File: src/include/rv_defs.svh
`ifndef RV_DEFS_SVH
`define RV_DEFS_SVH

// Core widths
`define RV_XLEN		64
`define RV_ILEN		32

// Register file
`define RV_NUM_REG	32
`define RV_REG_AW	5

// Bus and boot
`define RV_ADDR_W	32
`define RV_RESET_PC	32'h8000_0000	// First fetch

`endif

File: src/hw/rv_regfile.sv
`timescale 1ns/1ps
`include "rv_defs.svh"

module rv_regfile (
	input  logic			CLK,
	input  logic			RSTn,
	input  logic [`RV_REG_AW-1:0]	rs1_addr_i,
	input  logic [`RV_REG_AW-1:0]	rs2_addr_i,
	output logic [`RV_XLEN-1:0]	rs1_data_o,
	output logic [`RV_XLEN-1:0]	rs2_data_o,
	input  logic			we_i,
	input  logic [`RV_REG_AW-1:0]	rd_addr_i,
	input  logic [`RV_XLEN-1:0]	rd_data_i
);
	logic [`RV_XLEN-1:0]	regs [`RV_NUM_REG];

	always_ff @(posedge CLK or negedge RSTn) begin
		if (!RSTn) begin
			for (int i = 0; i < `RV_NUM_REG; i++)
				regs[i] <= '0;
		end else if (we_i && rd_addr_i != '0) begin
			regs[rd_addr_i] <= rd_data_i;
		end
	end

	// x0 reads as zero
	assign rs1_data_o = rs1_addr_i == '0 ? '0 : regs[rs1_addr_i];
	assign rs2_data_o = rs2_addr_i == '0 ? '0 : regs[rs2_addr_i];
endmodule

File: config.mk
export PLATFORM = sky130hd
export DESIGN_NAME = rv_regfile
export DESIGN_NICKNAME = d
export VERILOG_FILES = /design/src/hw/rv_regfile.sv
export VERILOG_INCLUDE_DIRS = /design/src /design/src/include
export SDC_FILE = /design/constraint.sdc
export NUM_CORES = 2
export LEC_CHECK = 0
export ABC_AREA = 0
export BUFFER_PORTS_ARGS = -buffer_cell sky130_fd_sc_hd__buf_2
export CAP_MARGIN = 20
export CELL_PAD_IN_SITES_DETAIL_PLACEMENT = 0
export CELL_PAD_IN_SITES_GLOBAL_PLACEMENT = 1
export CORE_ASPECT_RATIO = 0.9
export CORE_MARGIN = 1.5
export CORE_UTILIZATION = 51
export CTS_BUF_LIST = sky130_fd_sc_hd__clkbuf_4
export CTS_CLUSTER_DIAMETER = 50
export DETAILED_ROUTE_END_ITERATION = 6
export PLACE_DENSITY_LB_ADDON = 0.1
export SETUP_SLACK_MARGIN = 0.02
export SLEW_MARGIN = 5
export SYNTH_ARGS = -nofsm -noshare
export SYNTH_HDL_FRONTEND = slang
export SYNTH_SLANG_ARGS = --single-unit
File: constraint.sdc
create_clock -name CLK -period 3 [get_ports CLK]
set_input_delay 0.6 -clock CLK [delete_from_list [all_inputs] [get_ports CLK]]
set_output_delay 0.6 -clock CLK [all_outputs]
set_load 0.005 [all_outputs]
==> flow_metrics.py <==
metrics = {
    "outcome": {
        "status": "complete, but fails checks",
        "violations": "setup timing",
    },
    "finish": {
        "final_area_um2": 127000,
        "fillCellCount": 16300,
        "layout_common_cells": "dfrtp_1 (2,048), mux2_2 (1,991), mux4_2 (968)",
        "drive_gt1_frac": 0.615,
        "regMostFlops": "regs",
        "layout_commonest_cell": "dfrtp_1",
        "instances_no_fill": 10900,
        "largest_register_ffs": 2048,
        "largestRegisters": "regs x2048",
        "syn_to_final_growth_pct": 17.6,
        "multiInputGateArea_um2": 55000,
        "regArea_um2": 51200,
        "utilization": 0.604,
        "nNetsFinal": 7816,
    },
    "timing": {
        "timing.final.crit_share": 1.29,
        "slew_headroom": 0.263,
        "setup_tns_ps": -74800,
        "layout_min_cycle_time_ps": 3880,
        "final_hold_viol_count": 0,
        "setup_slack_ps": -876,
        "setup_violations": 128,
        "finalMaxSlewViolations": 0,
        "tightest_slew_ps": 1100,
        "clock.fmax_ghz": 0.258,
        "finClkSkew_ps": 0,
        "grt_setup_unrepaired": "yes",
        "hold_slack_ps": 376,
    },
    "worst_setup_path": {
        "arrival_ps": 3280,
        "critPathBufInv": 1,
        "worstPathMaxFanout": 2,
        "critPathRequiredTime_ps": 2400,
        "cp-start-kind": "register",
        "cp_cell_sequence": "mux4_2, mux2i_2, nor2_1, or4_4, buf_6",
        "critPathKind": "register to output port",
        "crit_family": "multiplexers",
        "reg2reg_slack_ps": 1980,
        "crit_slowest_cell": "or4_4",
        "slowest_delay_ps": 600,
        "worstSetupEndpointType": "output port",
    },
    "route": {
        "vias": 71400,
        "via_per_inst": 6.52,
        "drt_iter0_markers": 6037,
        "drt_first_pass_iters": 6,
        "totalWireLength_um": 356000,
        "dr.max_layer_used": "met5",
        "wl_met3_um": 25600,
        "met2RoutedLength_um": 166000,
        "drc": 0,
        "wire_per_inst_um": 32.5,
        "drt-met1-wl_um": 152000,
        "antenna_left": 0,
    },
    "die": {
        "coreArea_um2": 211000,
        "ios": 210,
        "dieWidth_um": 489,
        "fp.dieH_um": 440,
        "start_util": 0.513,
        "num_rows": 160,
        "dieArea_um2": 215000,
    },
    "yosys": {
        "synth_edf_count": 0,
        "synth_cell_types": 48,
        "syn_inst": 6963,
        "ys_ff_latch": 2048,
        "synthesis.nets": 7045,
        "yosysSeqAreaShare": 0.473,
        "syn_area_um2": 108000,
        "yosys_warnings": 0,
        "synth-async-reset-ratio": 1.00,
        "synth-main-ff-cell": "dfrtp_1",
        "syn_area_per_cell_um2": 15.6,
    },
    "worst_hold_path": {
        "hp-class": "register to register",
    },
    "power": {
        "powerDensity_nw_per_um2": 634,
        "p_leak_nw": 56.7,
        "ir_drop_uv": 331,
        "total_power_mw": 80.8,
    },
    "global_routing": {
        "grt_remaining_overflow": 0,
        "grt_max_degree": 134,
        "grt_pass1_wl_um": 522000,
        "track_usage": 0.334,
        "grt_pass1_vias": 74700,
        "antenna_found_initial": 18,
    },
    "placement": {
        "placed_area_um2": 118000,
        "dp_slack_ps": -877,
        "place_hpwl_um": 223000,
        "gp_congestion": 0.862,
        "dp_cells": 9846,
        "portBuffers": 209,
    },
    "clock_tree": {
        "root_buffer": "clkbuf_4",
        "cts_buffers": 577,
        "cts.path.max_buffers": 4,
        "clkTransAtPathRegs_ps": 60,
        "cts_max_level": 6,
        "cts_tree": "yes",
        "cts_sinks": 2048,
        "clock_latency_ps": 1370,
    },
    "run": {
        "maxCapViolations": 0,
    },
}
[synthesized netlist by cell type, types with 10 or more instances]
cell      instances  share of area
a211o_1          13         0.0011
a211oi_1         14        0.00097
a21oi_1          13        0.00060
a22o_1           11        0.00089
a22oi_1          26         0.0018
a31o_2           13         0.0011
buf_1            51         0.0018
buf_2           286          0.013
buf_4            26         0.0018
buf_6            10         0.0010
clkbuf_1        434          0.015
dfrtp_1        2048           0.47
mux2_1           14         0.0015
mux2_2         2008           0.21
mux2i_1         520          0.048
mux4_2          968           0.20
nand2_1          40         0.0014
nand2b_1         14        0.00081
nor2_1           30         0.0010
nor2b_1          39         0.0023
nor3_1           17        0.00078
nor4_1           12        0.00069
o221ai_1         12        0.00097
o22a_1           17         0.0014
o22ai_1         182          0.011
or2_1            71         0.0041
[kinds of logic after synthesis]
logic type             count (synthesis)  synth area share
DFF                                 2048             0.473
buffers and inverters                807            0.0328
AOI/OAI and AO/OA                    328            0.0214
muxes                               3510             0.459
and+or+nand+nor                      270            0.0141
[path summary, 6_finish.rpt]
path | startpoint | to | cells past startpoint
worst max-delay path | regs[1117]$_DFFE_PN0P_ | rs2_data_o[29] | 5
worst min-delay path | regs[2015]$_DFFE_PN0P_ | regs[2015]$_DFFE_PN0P_ | 0
worst max register to register | regs[397]$_DFFE_PN0P_ | regs[397]$_DFFE_PN0P_ | 3
worst min register to register | regs[2015]$_DFFE_PN0P_ | regs[2015]$_DFFE_PN0P_ | 0
max in group asynchronous | RSTn | regs[646]$_DFFE_PN0P_ | 6
min in group asynchronous | RSTn | regs[415]$_DFFE_PN0P_ | 4
[power breakdown]
part	internal [mW]	switching (mW)	total [mW]	leakage [nW]
Clock	13.4	12.1	25.6	4.18
Combinational	11.4	7.09	18.5	26.2
Sequential	32.9	3.84	36.7	26.3
[what timing repair did]
item | in CTS | in global routing
gates resized for setup | 222 | 59
pin swaps | 158 | 63
endpoints found under the hold margin | 4032 | 0
hold buffers | 77 | 0
setup endpoints to repair | 128 | 128
setup buffers | 61 | 20
[worst register-to-register path, cell delays in order, from the launching register on]
cell and delay [ps]:
dfrtp_1 400, buf_4 140, buf_4 130, mux2_2 250
[area by class of cell]
class,instances,area share
Antenna cell,14,0.000275
Clock buffer,851,0.0501
Clock inverter,93,0.00431
Multi-Input combinational cell,4108,0.432
Sequential cell,2048,0.402
Tap cell,2835,0.0278
Timing Repair Buffer,999,0.0837
[metal layers]
metal / up-vias / GRT usage
li1: 28800 / -
met1: 38900 / 0.473
met2: 2960 / 0.514
met3: 678 / 0.0715
met4: 8 / 0.115
met5: - / 0
(Power assumes the default switching activity.)
