<file path="src/include/rv_defs.svh">
`ifndef RV_DEFS_SVH
`define RV_DEFS_SVH

// Core widths
`define RV_XLEN		64
`define RV_ILEN		32

// Register file
`define RV_NUM_REG	32
`define RV_REG_AW	5

// Bus and boot
`define RV_ADDR_W	32
`define RV_RESET_PC	32'h8000_0000	// First fetch

`endif

</file>
<file path="src/hw/rv_mem_if.sv">
`timescale 1ns/1ps
`include "rv_defs.svh"

interface rv_mem_if;
	logic			req;
	logic			write;
	logic [`RV_ADDR_W-1:0]	addr;
	logic [`RV_ILEN-1:0]	wdata;
	logic			done;	// One cycle, ends the request
	logic [`RV_ILEN-1:0]	rdata;	// Valid with done

	modport ctrl (
		output req, write, addr, wdata,
		input  done, rdata
	);

	modport apb (
		input  req, write, addr, wdata,
		output done, rdata
	);
endinterface

</file>
<file path="src/hw/rv_apb_master.sv">
`timescale 1ns/1ps
`include "rv_defs.svh"

module rv_apb_master (
	input  logic			CLK,
	input  logic			RSTn,
	rv_mem_if.apb			mem,
	output logic [`RV_ADDR_W-1:0]	paddr_o,
	output logic			psel_o,
	output logic			penable_o,
	output logic			pwrite_o,
	output logic [`RV_ILEN-1:0]	pwdata_o,
	input  logic [`RV_ILEN-1:0]	prdata_i,
	input  logic			pready_i
);
	typedef enum logic [1:0] {APB_IDLE, APB_SETUP, APB_ACCESS} apb_state_e;

	apb_state_e	state;

	assign psel_o    = state != APB_IDLE;
	assign penable_o = state == APB_ACCESS;
	assign mem.done  = penable_o && pready_i;	// Last access cycle
	assign mem.rdata = prdata_i;

	always_ff @(posedge CLK or negedge RSTn) begin
		if (!RSTn) begin
			state    <= APB_IDLE;
			pwrite_o <= 1'b0;
		end else begin
			case (state)
			APB_IDLE: if (mem.req) begin
				state    <= APB_SETUP;
				pwrite_o <= mem.write;
			end
			APB_SETUP:  state <= APB_ACCESS;
			APB_ACCESS: if (pready_i) state <= APB_IDLE;	// Else wait state
			default:    state <= APB_IDLE;
			endcase
		end
	end

	always_ff @(posedge CLK) begin
		if (state == APB_IDLE && mem.req) begin
			paddr_o  <= mem.addr;
			pwdata_o <= mem.wdata;
		end
	end
endmodule

</file>
<file path="src/flat_wrapper.sv">
// flat-port wrapper written by rule: the top's interface ports become plain ports
module rv_apb_master_flat 
  (CLK, RSTn, paddr_o, psel_o, penable_o, pwrite_o, pwdata_o, prdata_i, pready_i, mem_req, mem_write, mem_addr, mem_wdata, mem_done, mem_rdata);
  rv_mem_if mem_i ();
  input  logic CLK;
  input  logic RSTn;
  output logic [`RV_ADDR_W-1:0] paddr_o;
  output logic psel_o;
  output logic penable_o;
  output logic pwrite_o;
  output logic [`RV_ILEN-1:0] pwdata_o;
  input  logic [`RV_ILEN-1:0] prdata_i;
  input  logic pready_i;
  input wire logic [$bits(mem_i.req)-1:0] mem_req;
  input wire logic [$bits(mem_i.write)-1:0] mem_write;
  input wire logic [$bits(mem_i.addr)-1:0] mem_addr;
  input wire logic [$bits(mem_i.wdata)-1:0] mem_wdata;
  output wire logic [$bits(mem_i.done)-1:0] mem_done;
  output wire logic [$bits(mem_i.rdata)-1:0] mem_rdata;
  assign mem_i.req = mem_req;
  assign mem_i.write = mem_write;
  assign mem_i.addr = mem_addr;
  assign mem_i.wdata = mem_wdata;
  assign mem_done = mem_i.done;
  assign mem_rdata = mem_i.rdata;
  rv_apb_master u_core (.CLK(CLK), .RSTn(RSTn), .mem(mem_i), .paddr_o(paddr_o), .psel_o(psel_o), .penable_o(penable_o), .pwrite_o(pwrite_o), .pwdata_o(pwdata_o), .prdata_i(prdata_i), .pready_i(pready_i));
endmodule
</file>
<file path="config.mk">
export PLATFORM = sky130hd
export DESIGN_NAME = rv_apb_master_flat
export DESIGN_NICKNAME = d
export VERILOG_FILES = /design/src/hw/rv_mem_if.sv /design/src/hw/rv_apb_master.sv /design/src/flat_wrapper.sv
export VERILOG_INCLUDE_DIRS = /design/src /design/src/include
export SDC_FILE = /design/constraint.sdc
export NUM_CORES = 1
export LEC_CHECK = 0
export ABC_CLOCK_PERIOD_IN_PS = 4200
export BUFFER_PORTS_ARGS = -buffer_cell sky130_fd_sc_hd__buf_2
export CAP_MARGIN = 20
export CORE_ASPECT_RATIO = 0.8
export CORE_MARGIN = 2
export CORE_UTILIZATION = 30
export DETAILED_ROUTE_END_ITERATION = 10
export PLACE_DENSITY = 0.75
export SKIP_CTS_REPAIR_TIMING = 1
export SLEW_MARGIN = 10
export SYNTH_ARGS = -nofsm -noshare
export SYNTH_HDL_FRONTEND = slang
export SYNTH_SLANG_ARGS = --single-unit
</file>
<file path="constraint.sdc">
create_clock -name CLK -period 4.2 [get_ports CLK]
set_input_delay 0.21 -clock CLK [delete_from_list [all_inputs] [get_ports CLK]]
set_output_delay 0.21 -clock CLK [all_outputs]
set_load 0.005 [all_outputs]
</file>
==> run summary, run 1 <==
Mapped Area: 2303 sq um
Final Skew: 6.571 ps
CTS Buf Count: 9
Fraction of the mapped netlist area in simple logic gates: 0.01955
Routed length per instance: 13.40 um
# setup viols final: 0
Vias: 1328
CTS root buf: clkbuf_8
Skew-Pair Late Insertion Delay: 330 ps
Crit path capture type: register
Via density: 3.976
Worst slew pin tran: 944.0 ps
RSZ-0062 raised after global routing: false
Crit Path Max Fanout: 47
Status: complete, no violations
VDD IR max: 0.2389 mV
Post-Synth Adder-Cell Area: 0
DRT antenna net count: 0
Initial antenna violation count: 0
Global-route wire length before repair: 6.279 mm
Yosys Warn Count: 0
Vias in the first global route: 1303
FF+latch count, synth: 67
Core Footprint: 7427 sq um
WP data required: 4420 ps
Mean post-synth cell area: 21.53 sq um
P_leak: 0.001335 uW
Cell row count: 28
XOR/XNOR Fraction of Synth Area: 0
Hold WC Path Type: in2reg
P&R area growth vs syn: 37.15%
Layout cells sized above 1: 0.6725
Final cycle utilization of the critical path: 0.4941
Combinational family with the most area after synthesis: buffers and inverters
# diodes: 0
H-tree levels: 3
Compound-Gate Fraction of Synth Area: 0
Final hold violation count: 0
Most frequent cells in the layout: buf_2 (136), edfxtp_1 (64), clkbuf_8 (9), bufinv_16 (3), dfrtp_1 (3)
Initial Util: 0.3101
I/O Pins: 201
Synth unique cells: 11
Die width: 102.0 um
CTS tree: built
FILL cells: 705
Gr usage total: 0.1068
Most common cell after layout, fill and taps aside: buf_2
Die Ht: 82.38 um
# nets final: 325
Routed WL: 4.474 mm
Worst-path clk slew: 70 ps
Flop2flop setup slack: 2120 ps
Post-Place Worst Slack: 2056 ps
Worst EP arrival: 2290 ps
Multiplexer area fraction after synthesis: 0.009234
Syn Inst Count: 107
Sequential fraction of the synthesis area: 0.8669
# Max-Cap Violations: 0
Largest net degree at the start of global routing: 48
Fmax: 481.9 MHz
Input/output buffers: 136
PwrDens: 586.2 nW/um^2
Setup_tns: 0 ps
Clock sinks: 67
Max clock buf depth: 2
Router iterations before antenna repair: 2
Initial DRC Count: 40
Relative slew margins: 0.3700
Final Util: 0.4254
Worst setup margin: 2125 ps
Slew Viols, Final: 0
Placer Congestion: 0.6703
Crit Path Class: reg2reg
Drt drc: 0
Crit start category: register
Post-layout minimum cycle time: 2075 ps
Syn Nets: 208
Total grt overflow: 0
Die area: 8400 sq um
-- power breakdown --
group	internal [uW]	switching, uW
combinational	127	149
sequential	896	40.1
clock	398	241
total	1420	430
-- per-layer routing --
layer	vias to the layer above	global-route usage	part of all wire
met5	-	0	0
met4	0	0.04533	0.017
met3	11	0.07828	0.14
met2	104	0.1803	0.47
met1	616	0.09875	0.36
li1	597	-	-
-- per-stage QoR --
stage | hold slack (ps) | cells | power (uW) | instance area (sq um)
CTS | -369.8 | 333 | 1889 | 3149
global placement | 10.87 | 317 | 1224 | 2902
floorplan | -85.59 | 107 | 1078 | 2303
global route | 12.12 | 334 | 1951 | 3159
detailed placement | 9.819 | 317 | 1237 | 2902
finish | 47.17 | 334 | 1852 | 3159
-- worst max-delay path: stages (launching register included) --
cell and delay (ps):
dfrtp_1 450, nor3b_4 820, buf_12 330, mux2_1 350
-- layout make-up --
type	count	area (sq um)	share of cell area
Tap cell	105	131.4	0.04158
Clock buffer	9	123.9	0.03921
Multi-Input combinational cell	8	72.57	0.02297
Timing Repair Buffer	138	710.7	0.2250
Sequential cell	67	1997	0.6321
Clock inverter	7	123.9	0.03921
-- path summary, 6_finish.rpt --
path	from	endpoint	cells past startpoint
setup / recovery	u_core.state[0]$_DFFE_PN0P_	u_core.pwrite_o$_DFFE_PN0P_	3
hold / removal	mem_wdata[23]	u_core.pwdata_o[23]$_DFFE_PP_	1
setup reg to reg	u_core.state[0]$_DFFE_PN0P_	u_core.pwrite_o$_DFFE_PN0P_	3
hold reg to reg	u_core.pwrite_o$_DFFE_PN0P_	u_core.pwrite_o$_DFFE_PN0P_	1
max in group asynchronous	RSTn	u_core.state[1]$_DFFE_PN0P_	2
min in group asynchronous	RSTn	u_core.pwrite_o$_DFFE_PN0P_	2
-- Yosys cell counts --
master    instances  share of area
edfxtp_1         64           0.83
buf_4            32           0.10
dfrtp_1           3          0.033
and2_1            1         0.0027
mux2_1            1         0.0049
mux2i_1           1         0.0043
nand2b_1          1         0.0027
nor2b_1           1         0.0027
nor3b_1           1         0.0033
nor3b_2           1         0.0054
or2_1             1         0.0027
-- logic make-up after synthesis --
family,count (synthesis)
flip-flops,67
multiplexers,2
AND/OR/NAND/NOR,6
buffers and inverters,32
-- sequential cells by signal, summed over array words and instances (netlist names) --
| register | flops |
|---|---|
| u_core.paddr_o | 32 |
| u_core.pwdata_o | 32 |
| u_core.state | 2 |
| u_core.pwrite_o | 1 |
(Power assumes the default switching activity.)
==> run 2, diff against run 1 <==
ABC_CLOCK_PERIOD_IN_PS = 1900   (was 4200)
PLACE_DENSITY = 0.78   (was 0.75)
clock period = 1.9 ns   (was 4.2 ns; I/O delays follow)
==> run 2 against run 1 <==
Sequential share of layout area decreased by 11 points. Clock skew down 2.1 ps. Fmax grew 44%. Hold slack lost 16 ps. Die area did not move. Utilization increased by 9.4 points. Non-clock buffer count grew 66. Clock-buffer cell count unchanged. Worst setup slack lost 1700 ps. Flip-flop and latch count stayed put. First-iteration DRC count grew 18%. Sequential power up 120%.
==> run summary, run 2 (same netlist as run 1, synthesis figures left out) <==
Worst setup margin: 460.0 ps (-1665 ps)
Multi-input logic area: 72.57 sq um (unchanged)
WHS Endpoint: u_core.state[0]$_DFFE_PN0P_
Flop2flop setup slack: 460 ps (-1660 ps)
Placed cells: 318 (+0.32%)
Status: complete, no violations
RSZ-0062 raised after global routing: false
Router iterations before antenna repair: 4 (+2)
CTS root buf: clkbuf_8
WP data required: 2120 ps (-2300 ps)
Initial DRC Count: 47 (+18%)
Max incr delay on CP: 440 ps (-380 ps)
Crit Path Class: reg2reg
CP Buf/Inv Count: 1 (unchanged)
FILL cells: 643 (-8.8%)
Critical Path, Cell by Cell: nor3b_4 > buf_12 > mux2_1
Slew Viols, Final: 0 (unchanged)
Top Registers: u_core.paddr_o: 32 flops, u_core.pwdata_o: 32 flops, u_core.state: 2 flops
Sequential cell area: 1997 sq um (unchanged)
P&R area growth vs syn: 67.35%
Via density: 3.945 (-0.78%)
Hold depth: 2 (+1)
Crit path capture type: register
# Max-Cap Violations: 0 (unchanged)
P_leak: 0.001631 uW (+22%)
Placer Congestion: 0.6477 (-3.4%)
Initial antenna violation count: 0 (unchanged)
Most frequent cells in the layout: buf_2 (136), dlygate4sd3_1 (66), edfxtp_1 (64), clkbuf_8 (9), bufinv_16 (4)
Initial Util: 0.3101 (unchanged)
Worst slew pin tran: 294.4 ps (-649.6 ps)
CTS tree: built
R2R Path End: u_core.pwrite_o$_DFFE_PN0P_
Worst EP arrival: 1660 ps (-630 ps)
Core Footprint: 7427 sq um (unchanged)
Final cycle utilization of the critical path: 0.7579 (+0.2638)
Power Total: 4418 uW (+140%)
Relative slew margins: 0.8035 (+0.4335)
Drt drc: 0 (unchanged)
Post-layout minimum cycle time: 1440 ps (-635.1 ps)
Final hold violation count: 0 (unchanged)
Clock sinks: 67 (unchanged)
Hold WC Path Type: in2reg
I/O Pins: 201 (unchanged)
H-tree levels: 3 (unchanged)
Die Ht: 82.38 um (unchanged)
Setup_tns: 0 ps (unchanged)
Global-route wire length before repair: 6.624 mm (+5.5%)
Crit Path Max Fanout: 22 (-53%)
Reg2Reg Depth: 3 (unchanged)
Final Skew: 4.467 ps (-2.104 ps)
Gr usage total: 0.1120 (+0.005171)
# diodes: 0 (unchanged)
PwrDens: 1146 nW/um^2 (+96%)
Worst-path clk slew: 70 ps (about the same)
Cell row count: 28 (unchanged)
Crit path from: u_core.state[1]$_DFFE_PN0P_
Final Util: 0.5190 (+0.09367)
RR Startpoint: u_core.state[1]$_DFFE_PN0P_
Worst min-delay path startpoint: mem_req
DRT antenna net count: 0 (unchanged)
# nets final: 391 (+20%)
Post-Place Worst Slack: 448.0 ps (-1608 ps)
VDD IR max: 0.5243 mV (+120%)
# setup viols final: 0 (unchanged)
Top Family by Delay on Critical Path: flip-flops
Vias: 1578 (+19%)
Routed WL: 5.773 mm (+29%)
Die area: 8400 sq um (unchanged)
CP max-delay cell: dfrtp_1
Most common cell after layout, fill and taps aside: buf_2
Vias in the first global route: 1344 (+3.1%)
Fin cells: 400 (+20%)
Layout cells sized above 1: 0.5254 (-0.1471)
Largest net degree at the start of global routing: 44 (-8.3%)
Input/output buffers: 136 (unchanged)
Skew-Pair Late Insertion Delay: 330 ps (about the same)
Total grt overflow: 0 (unchanged)
Fmax: 694.4 MHz (+44%)
Crit start category: register
CTS Buf Count: 9 (unchanged)
Routed length per instance: 14.43 um (+7.7%)
Max clock buf depth: 2 (unchanged)
Die width: 102.0 um (unchanged)
==> run 2: cell types whose count changed in the layout (fill, tap and decap cells not counted), sizes merged <==
cell / change
bufinv: +1
clkinvlp: -1
dlygate4sd3: +65
buf: +1
==> run 2: metal layers <==
layer | vias to the layer above | global-route usage | wire length, um
met4 | 0 | 0.07467 | 157
met5 | - | 0 | 0
li1 | 728 | - | -
met2 | 104 | 0.1888 | 3005
met3 | 17 | 0.06229 | 546
met1 | 729 | 0.1054 | 2064
==> run 2: how the worst max path moves through the flow <==
stage | to | slack (ps) | depth (start not counted)
finish | u_core.pwrite_o$_DFFE_PN0P_ | 460 | 3
global route | u_core.pwrite_o$_DFFE_PN0P_ | 380 | 3
CTS | u_core.pwrite_o$_DFFE_PN0P_ | 440 | 3
detailed placement | u_core.pwrite_o$_DFFE_PN0P_ | 450 | 3
global placement | u_core.pwrite_o$_DFFE_PN0P_ | 500 | 3
floorplan | u_core.pwrite_o$_DFFE_PN0P_ | -760 | 2
==> run 2: worst reg2reg max path, stage by stage, from the launching register on <==
cell	delay [ps]
dfrtp_1	440
nor3b_4	330
buf_12	220
mux2_1	330
==> run 2: power by group <==
group	internal [uW]	leakage [uW]	switching, uW
Sequential	1980	0.000639	91.7
Combinational	394	0.000857	373
Clock	1020	0.000136	562
Total	3390	0.00163	1030
==> run 2: metrics by stage <==
stage / cell area, sq um / hold slack, ps
after floorplan: 2310 / -200.6
after global placement: 2922 / -108.5
after detailed placement: 2922 / -106.5
after CTS: 3194 / -484.7
after global routing: 3855 / 16.01
final: 3855 / 31.41
==> run 2: final cells by class <==
class / count / area share
clock inverter: 7 / 0.03862
tap: 105 / 0.03408
timing repair buffer: 204 / 0.3583
multi-input combinational: 8 / 0.01883
sequential: 67 / 0.5180
clock buffer: 9 / 0.03213
