$ cat config.mk
export PLATFORM = sky130hd
export DESIGN_NAME = rv_ctrl_flat
export DESIGN_NICKNAME = d
export VERILOG_FILES = /design/src/hw/rv_pkg.sv /design/src/hw/rv_mem_if.sv /design/src/hw/rv_ctrl.sv /design/src/flat_wrapper.sv
export VERILOG_INCLUDE_DIRS = /design/src /design/src/include
export SDC_FILE = /design/constraint.sdc
export NUM_CORES = 1
export LEC_CHECK = 0
export BUFFER_PORTS_ARGS = -buffer_cell sky130_fd_sc_hd__buf_2
export CELL_PAD_IN_SITES_DETAIL_PLACEMENT = 1
export CELL_PAD_IN_SITES_GLOBAL_PLACEMENT = 2
export CORE_UTILIZATION = 28
export DETAILED_ROUTE_END_ITERATION = 10
export PLACE_DENSITY = 0.77
export SLEW_MARGIN = 20
export SYNTH_ARGS = -nofsm -noshare
export SYNTH_HDL_FRONTEND = slang
export SYNTH_SLANG_ARGS = --single-unit
export TNS_END_PERCENT = 50
$ cat constraint.sdc
create_clock -name CLK -period 4.2 [get_ports CLK]
set_input_delay 0.84 -clock CLK [delete_from_list [all_inputs] [get_ports CLK]]
set_output_delay 0.84 -clock CLK [all_outputs]
set_load 0.005 [all_outputs]
$ cat src/include/rv_defs.svh
`ifndef RV_DEFS_SVH
`define RV_DEFS_SVH

// Core widths
`define RV_XLEN		64
`define RV_ILEN		32

// Register file
`define RV_NUM_REG	32
`define RV_REG_AW	5

// Bus and boot
`define RV_ADDR_W	32
`define RV_RESET_PC	32'h8000_0000	// First fetch

`endif

$ cat src/hw/rv_pkg.sv
`include "rv_defs.svh"

package rv_pkg;

	// Major opcodes kept by the core
	typedef enum logic [6:0] {
		OPC_LOAD	= 7'b0000011,
		OPC_OP_IMM	= 7'b0010011,
		OPC_AUIPC	= 7'b0010111,
		OPC_STORE	= 7'b0100011,
		OPC_OP		= 7'b0110011,
		OPC_LUI		= 7'b0110111,
		OPC_BRANCH	= 7'b1100011,
		OPC_JALR	= 7'b1100111,
		OPC_JAL		= 7'b1101111,
		OPC_SYSTEM	= 7'b1110011
	} opcode_e;

	typedef enum logic [3:0] {
		ALU_ADD, ALU_SUB, ALU_SLL, ALU_SLT, ALU_SLTU,
		ALU_XOR, ALU_SRL, ALU_SRA, ALU_OR, ALU_AND
	} alu_op_e;

	typedef enum logic [2:0] {
		ST_FETCH, ST_DECODE, ST_EXEC, ST_MEM_LO, ST_MEM_HI, ST_WRITEBACK, ST_HALT
	} state_e;

	typedef struct packed {
		opcode_e			opcode;
		alu_op_e			alu_op;
		logic [2:0]			funct3;
		logic [`RV_REG_AW-1:0]		rd;
		logic [`RV_REG_AW-1:0]		rs1;
		logic [`RV_REG_AW-1:0]		rs2;
		logic [`RV_XLEN-1:0]		imm;	// Sign-extended
		logic				use_imm;	// Immediate as ALU operand b
		logic				is_ecall;
	} decoded_t;

endpackage

$ cat src/hw/rv_mem_if.sv
`timescale 1ns/1ps
`include "rv_defs.svh"

interface rv_mem_if;
	logic			req;
	logic			write;
	logic [`RV_ADDR_W-1:0]	addr;
	logic [`RV_ILEN-1:0]	wdata;
	logic			done;	// One cycle, ends the request
	logic [`RV_ILEN-1:0]	rdata;	// Valid with done

	modport ctrl (
		output req, write, addr, wdata,
		input  done, rdata
	);

	modport apb (
		input  req, write, addr, wdata,
		output done, rdata
	);
endinterface

$ cat src/hw/rv_ctrl.sv
`timescale 1ns/1ps
`include "rv_defs.svh"

module rv_ctrl (
	input  logic			CLK,
	input  logic			RSTn,
	rv_mem_if.ctrl			mem,
	output logic [`RV_ILEN-1:0]	inst_o,
	input  rv_pkg::decoded_t	dec_i,
	input  logic [`RV_XLEN-1:0]	rs1_data_i,
	input  logic [`RV_XLEN-1:0]	rs2_data_i,
	output logic [`RV_XLEN-1:0]	alu_a_o,
	output logic [`RV_XLEN-1:0]	alu_b_o,
	output rv_pkg::alu_op_e		alu_op_o,
	input  logic [`RV_XLEN-1:0]	alu_result_i,
	output logic			rd_we_o,
	output logic [`RV_REG_AW-1:0]	rd_addr_o,
	output logic [`RV_XLEN-1:0]	rd_data_o,
	output logic			halt_o
);
	rv_pkg::state_e		state;
	logic [`RV_XLEN-1:0]	pc, pc_inc, pc_target, npc, npc_q;
	logic [`RV_XLEN-1:0]	res_q;	// ALU result, later load data
	logic [`RV_ILEN-1:0]	ir, lo_q;
	logic			req_q, mem_state, is_load, is_store, is_dword, taken, writes_rd;

	assign pc_inc    = pc + `RV_XLEN'(4);
	assign pc_target = pc + dec_i.imm;
	assign is_load   = dec_i.opcode == rv_pkg::OPC_LOAD;
	assign is_store  = dec_i.opcode == rv_pkg::OPC_STORE;
	assign is_dword  = dec_i.funct3[0];	// LD, SD
	assign mem_state = state inside {rv_pkg::ST_FETCH, rv_pkg::ST_MEM_LO, rv_pkg::ST_MEM_HI};
	assign writes_rd = dec_i.opcode inside {rv_pkg::OPC_LOAD, rv_pkg::OPC_OP, rv_pkg::OPC_OP_IMM,
		rv_pkg::OPC_LUI, rv_pkg::OPC_AUIPC, rv_pkg::OPC_JAL, rv_pkg::OPC_JALR};

	assign mem.req   = req_q;
	assign mem.write = state != rv_pkg::ST_FETCH && is_store;
	assign mem.addr  = state == rv_pkg::ST_FETCH ? pc[`RV_ADDR_W-1:0] :
		state == rv_pkg::ST_MEM_HI ? res_q[`RV_ADDR_W-1:0] + `RV_ADDR_W'(4) :
		res_q[`RV_ADDR_W-1:0];
	assign mem.wdata = state == rv_pkg::ST_MEM_HI ? rs2_data_i[`RV_XLEN-1:`RV_ILEN] :
		rs2_data_i[`RV_ILEN-1:0];

	assign inst_o    = ir;
	assign halt_o    = state == rv_pkg::ST_HALT;
	assign rd_addr_o = dec_i.rd;
	assign rd_we_o   = state == rv_pkg::ST_WRITEBACK && writes_rd && dec_i.rd != '0;

	// EQ/NE from SUB, the rest from SLT/SLTU; funct3[0] inverts
	assign taken = dec_i.funct3[2] ? (alu_result_i[0] ^ dec_i.funct3[0]) :
		((alu_result_i == '0) ^ dec_i.funct3[0]);

	always_comb begin
		alu_a_o  = rs1_data_i;
		alu_b_o  = dec_i.imm;
		alu_op_o = rv_pkg::ALU_ADD;	// Address and JALR target
		npc      = pc_inc;
		case (dec_i.opcode)
		rv_pkg::OPC_AUIPC: alu_a_o = pc;
		rv_pkg::OPC_BRANCH: begin
			alu_b_o  = rs2_data_i;
			alu_op_o = !dec_i.funct3[2] ? rv_pkg::ALU_SUB :
				dec_i.funct3[1] ? rv_pkg::ALU_SLTU : rv_pkg::ALU_SLT;
			if (taken)
				npc = pc_target;
		end
		rv_pkg::OPC_OP, rv_pkg::OPC_OP_IMM: begin
			alu_b_o  = dec_i.use_imm ? dec_i.imm : rs2_data_i;
			alu_op_o = dec_i.alu_op;
		end
		rv_pkg::OPC_JAL:  npc = pc_target;
		rv_pkg::OPC_JALR: npc = {alu_result_i[`RV_XLEN-1:1], 1'b0};
		default: ;
		endcase
	end

	always_comb begin
		case (dec_i.opcode)
		rv_pkg::OPC_LUI:                  rd_data_o = dec_i.imm;
		rv_pkg::OPC_JAL, rv_pkg::OPC_JALR: rd_data_o = pc_inc;	// Link
		default:                          rd_data_o = res_q;
		endcase
	end

	always_ff @(posedge CLK or negedge RSTn) begin
		if (!RSTn) begin
			state <= rv_pkg::ST_FETCH;
			pc    <= `RV_XLEN'(`RV_RESET_PC);
			req_q <= 1'b0;
		end else begin
			if (mem.done)
				req_q <= 1'b0;	// Gap of one cycle before the next word
			else if (mem_state)
				req_q <= 1'b1;
			case (state)
			rv_pkg::ST_FETCH:  if (mem.done) state <= rv_pkg::ST_DECODE;
			rv_pkg::ST_DECODE: state <= rv_pkg::ST_EXEC;
			rv_pkg::ST_EXEC: begin
				if (dec_i.is_ecall)
					state <= rv_pkg::ST_HALT;
				else if (is_load || is_store)
					state <= rv_pkg::ST_MEM_LO;
				else
					state <= rv_pkg::ST_WRITEBACK;
			end
			rv_pkg::ST_MEM_LO: if (mem.done) state <= is_dword ? rv_pkg::ST_MEM_HI :
				rv_pkg::ST_WRITEBACK;
			rv_pkg::ST_MEM_HI: if (mem.done) state <= rv_pkg::ST_WRITEBACK;
			rv_pkg::ST_WRITEBACK: begin
				pc    <= npc_q;
				state <= rv_pkg::ST_FETCH;
			end
			default: ;	// HALT is final
			endcase
		end
	end

	always_ff @(posedge CLK) begin
		if (state == rv_pkg::ST_FETCH && mem.done)
			ir <= mem.rdata;
		if (state == rv_pkg::ST_EXEC) begin
			res_q <= alu_result_i;
			npc_q <= npc;
		end
		if (state == rv_pkg::ST_MEM_LO && mem.done) begin
			lo_q <= mem.rdata;
			if (is_load && !is_dword)	// LW sign, LWU zero
				res_q <= {{(`RV_XLEN-`RV_ILEN){mem.rdata[`RV_ILEN-1] & ~dec_i.funct3[2]}},
					mem.rdata};
		end
		if (state == rv_pkg::ST_MEM_HI && mem.done && is_load)
			res_q <= {mem.rdata, lo_q};
	end
endmodule

$ cat src/flat_wrapper.sv
// flat-port wrapper written by rule: the top's interface ports become plain ports
module rv_ctrl_flat 
  (CLK, RSTn, inst_o, dec_i, rs1_data_i, rs2_data_i, alu_a_o, alu_b_o, alu_op_o, alu_result_i, rd_we_o, rd_addr_o, rd_data_o, halt_o, mem_req, mem_write, mem_addr, mem_wdata, mem_done, mem_rdata);
  rv_mem_if mem_i ();
  input  logic CLK;
  input  logic RSTn;
  output logic [`RV_ILEN-1:0] inst_o;
  input  rv_pkg::decoded_t dec_i;
  input  logic [`RV_XLEN-1:0] rs1_data_i;
  input  logic [`RV_XLEN-1:0] rs2_data_i;
  output logic [`RV_XLEN-1:0] alu_a_o;
  output logic [`RV_XLEN-1:0] alu_b_o;
  output rv_pkg::alu_op_e alu_op_o;
  input  logic [`RV_XLEN-1:0] alu_result_i;
  output logic rd_we_o;
  output logic [`RV_REG_AW-1:0] rd_addr_o;
  output logic [`RV_XLEN-1:0] rd_data_o;
  output logic halt_o;
  output wire logic [$bits(mem_i.req)-1:0] mem_req;
  output wire logic [$bits(mem_i.write)-1:0] mem_write;
  output wire logic [$bits(mem_i.addr)-1:0] mem_addr;
  output wire logic [$bits(mem_i.wdata)-1:0] mem_wdata;
  input wire logic [$bits(mem_i.done)-1:0] mem_done;
  input wire logic [$bits(mem_i.rdata)-1:0] mem_rdata;
  assign mem_req = mem_i.req;
  assign mem_write = mem_i.write;
  assign mem_addr = mem_i.addr;
  assign mem_wdata = mem_i.wdata;
  assign mem_i.done = mem_done;
  assign mem_i.rdata = mem_rdata;
  rv_ctrl u_core (.CLK(CLK), .RSTn(RSTn), .mem(mem_i), .inst_o(inst_o), .dec_i(dec_i), .rs1_data_i(rs1_data_i), .rs2_data_i(rs2_data_i), .alu_a_o(alu_a_o), .alu_b_o(alu_b_o), .alu_op_o(alu_op_o), .alu_result_i(alu_result_i), .rd_we_o(rd_we_o), .rd_addr_o(rd_addr_o), .rd_data_o(rd_data_o), .halt_o(halt_o));
endmodule
==> impl_results.md <==
* Status: completed
* Top cells by count, synth: mux2_2 (227), nand2_1 (218), o21ai_0 (194)
* Top cells by area, synth: edfxtp_1 (20%), mux2_2 (13%), dfrtp_1 (8.7%)
* DRC Markers at 0
* Largest area contributor in the netlist: edfxtp_1
* Setup Skew at 37.62 ps
* Total Power at 17.91 mW
* Final-report hold violation count at 0
* Reg-to-reg endpoint: u_core.npc_q[60]$_DFFE_PP_
* Layout filler cell count at 8081
* Total core area at 68590 µm²
* RSZ-0062 raised after global routing: true
* Combinational power share at 0.558
* Number of port buffers at 612
* Area of placed instances at 24670 µm²
* Die Span Y at 265.1 µm
* Worst Path Max Fanout at 4
* Synth unique cells at 82
* Worst setup SP type: flip-flop
* Routed Antenna Nets at 0
* First-pass GRT wire length at 157600 µm
* Switching Fraction at 0.4485
* IO Pins at 623
* Int Pwr at 9.879 mW
* Largest net degree at the start of global routing at 65
* Number of CTS-inserted buffers at 34
* H-tree depth at 2
* Placer Congestion at 0.9527
* Total Die Area at 70260 µm²
* Worst Setup Path Type: reg -> out
* Initial antenna violation count at 10
* Synthesized instance count at 2070
* Via density at 5.532
* Final setup violation count at 0
* Flop and latch count out of synthesis at 260
* Syn. warnings at 0
* Final non-filler cell area at 25970 µm²
* Worst R2R Setup Slack at 400 ps
* Layout Cells excl Fill at 3741
* Final Max Slew Viols at 0
* Overall routing resource usage at 0.3111
* Clock Power Share at 0.169
* Area Overhead vs Synth at 34.01%
* Root buf cell: clkbuf_16
* CP arrival at 3290 ps
* WL per Instance at 29.94 µm
* Psw at 8.033 mW
* CTS tree: built
* Via Count at 20694
* Critical Path RT at 3360 ps
* Dpl cells at 3663
* Worst skew pair latency at 570 ps
* Part of the power in registers at 0.273
* Mean Syn Cell Area at 9.361 µm²
* Final worst-path cycle share at 0.9843
* Reg2Reg Depth at 14
* Mapped cell area at 19380 µm²
* Worst VDD drop at 283.9 µV
* Drt total wl at 112000 µm
* Seq/Total Area, Yosys at 0.3524
* Dominant synthesized flop cell: edfxtp_1
* Die W at 265.1 µm
* Post-synth EDFFs at 128
* Actual slew at the worst max-slew pin at 1137 ps
* Fin crit period at 4134 ps
* Worst-path clk slew at 60 ps
* Synth Net Count at 2458
* Worst reg2reg path startpoint: u_core.pc[0]$_DFFE_PN0P_
* Share of cells above drive strength 1 at 0.4115
* Static Leak at 10.89 nW
* Max-slew headroom at 0.2423
* Row Count at 96
* Fmax achieved at 241.9 MHz
* Final #Nets at 3164
* Hold Crit Class: in -> async
* Max-Cap Viols at 0
* Vias in the first global route at 21595
* Iter 0 DRT Violations at 1417
* Critical path endpoint category: output pin
* Max clock buf depth at 3
* # clock sinks at 260
* Power per cell area at 689.8 nW/µm²
* 1st-pass router iterations at 5
* Asr flop ratio synth at 0.2615
* Count leader, synth: mux2_2
* Initial Util at 0.2825
* Post-DP HPWL at 90470 µm
* Min Hold Slack at 382.1 ps
* Remaining Overflow, GRT at 0
* Share of the synthesized area in the top cell type at 0.1984
* Setup_tns at 0 ps
[kinds of logic after synthesis]
logic type,count (synthesis),share of synthesized area
buf+inv,155,0.03177
fa+ha+maj,66,0.04300
mux,306,0.1727
compound gates,584,0.1980
simple gates,553,0.1361
xor+xnor,146,0.06599
flops,260,0.3524
[repair_timing]
action | 4_1_cts | 5_1_grt
setup endpoints to repair | 28 | 13
resized for setup | 25 | 14
hold buffers | 0 | 0
pin swaps | 7 | 4
setup buffers | 7 | 1
[sequential cells by signal (all words and copies together), names as in the netlist]
name	count
u_core.lo_q	32
u_core.pc	64
u_core.inst_o	32
u_core.npc_q	64
u_core.mem.req	1
u_core.res_q	64
u_core.state	3
[metrics by stage]
step / util / worst slack (ps)
floorplan: - / 306.1
global placement: 0.3597 / -1.392
detailed placement: 0.3597 / -19.59
CTS: 0.3778 / 4.017
global route: 0.3784 / -22.13
finish: 0.3786 / 65.92
[power groups by stage]
stage | combinational (mW) | clock, mW | sequential (mW)
6_report | 10.0 | 3.02 | 4.90
5_1_grt | 10.8 | 3.15 | 4.97
4_1_cts | 9.90 | 3.07 | 4.85
3_5_place_dp | 9.80 | 0 | 4.89
3_3_place_gp | 9.64 | 0 | 4.84
2_1_floorplan | 5.91 | 0 | 4.50
[placed cells by master (no fill, tap or decap), types with 6 or more instances in the layout]
cell	count
a21o_1	34
a21oi_1	113
a221o_1	19
a22oi_1	65
a31oi_1	7
and2_1	8
and3_1	20
and4_1	6
buf_12	14
buf_2	611
buf_4	174
clkbuf_16	34
clkinv_1	11
dfrtp_1	62
dfxtp_1	63
diode_2	8
edfxtp_1	128
ha_1	65
inv_1	25
mux2_2	227
mux2i_1	79
nand2_1	215
nand2b_1	9
nand3_1	44
nand4_1	33
nor2_1	113
nor2_4	7
nor2b_1	20
nor3_1	6
nor4_1	21
o21a_1	40
o21ai_0	190
o21bai_1	10
o221ai_1	43
o31ai_1	6
xnor2_1	86
xor2_1	59
[layout make-up]
type                            count  area (µm²)  share of cell area
Multi-Input combinational cell   1655       12100              0.4658
Sequential cell                   260        6835              0.2632
Timing Repair Buffer              799        4644              0.1789
Tap cell                          931        1165             0.04486
Clock buffer                       37       872.1             0.03358
Clock inverter                     25       236.5            0.009107
Inverter                           26       97.59            0.003758
Antenna cell                        8       20.02           0.0007709
[layer usage]
metal	routed length (µm)	track usage	vias up
met5	68	0	-
met4	5853	0.1484	6
met3	7337	0.05527	210
met2	52740	0.5222	921
met1	45990	0.3850	10393
li1	-	-	9164
[how the worst max path moves through the flow]
stage / from / depth (start not counted) / end / slack, ps
after floorplan: u_core.state[1]$_DFFE_PN0P_ / 8 / u_core.res_q[58]$_DFF_P_ / 310
after global placement: dec_i[2] / 15 / u_core.npc_q[60]$_DFFE_PP_ / -1
after detailed placement: dec_i[2] / 15 / u_core.npc_q[60]$_DFFE_PP_ / -20
after CTS: u_core.pc[9]$_DFFE_PN0P_ / 12 / rd_data_o[63] / 4
after global routing: u_core.pc[14]$_DFFE_PN0P_ / 13 / rd_data_o[41] / -20
final: u_core.res_q[8]$_DFF_P_ / 11 / mem_addr[30] / 70
[worst max-delay path: stages, from the launching register on]
cell     delay, ps
dfxtp_2        420
and3_4         270
nand4_1        230
buf_4          250
nor3_1         260
buf_4          180
and4_2         310
nand2_1        150
nor2_1         160
xnor2_1        230
a21oi_1        120
buf_2          140
Note: power is estimated with default switching activity, not from simulation.
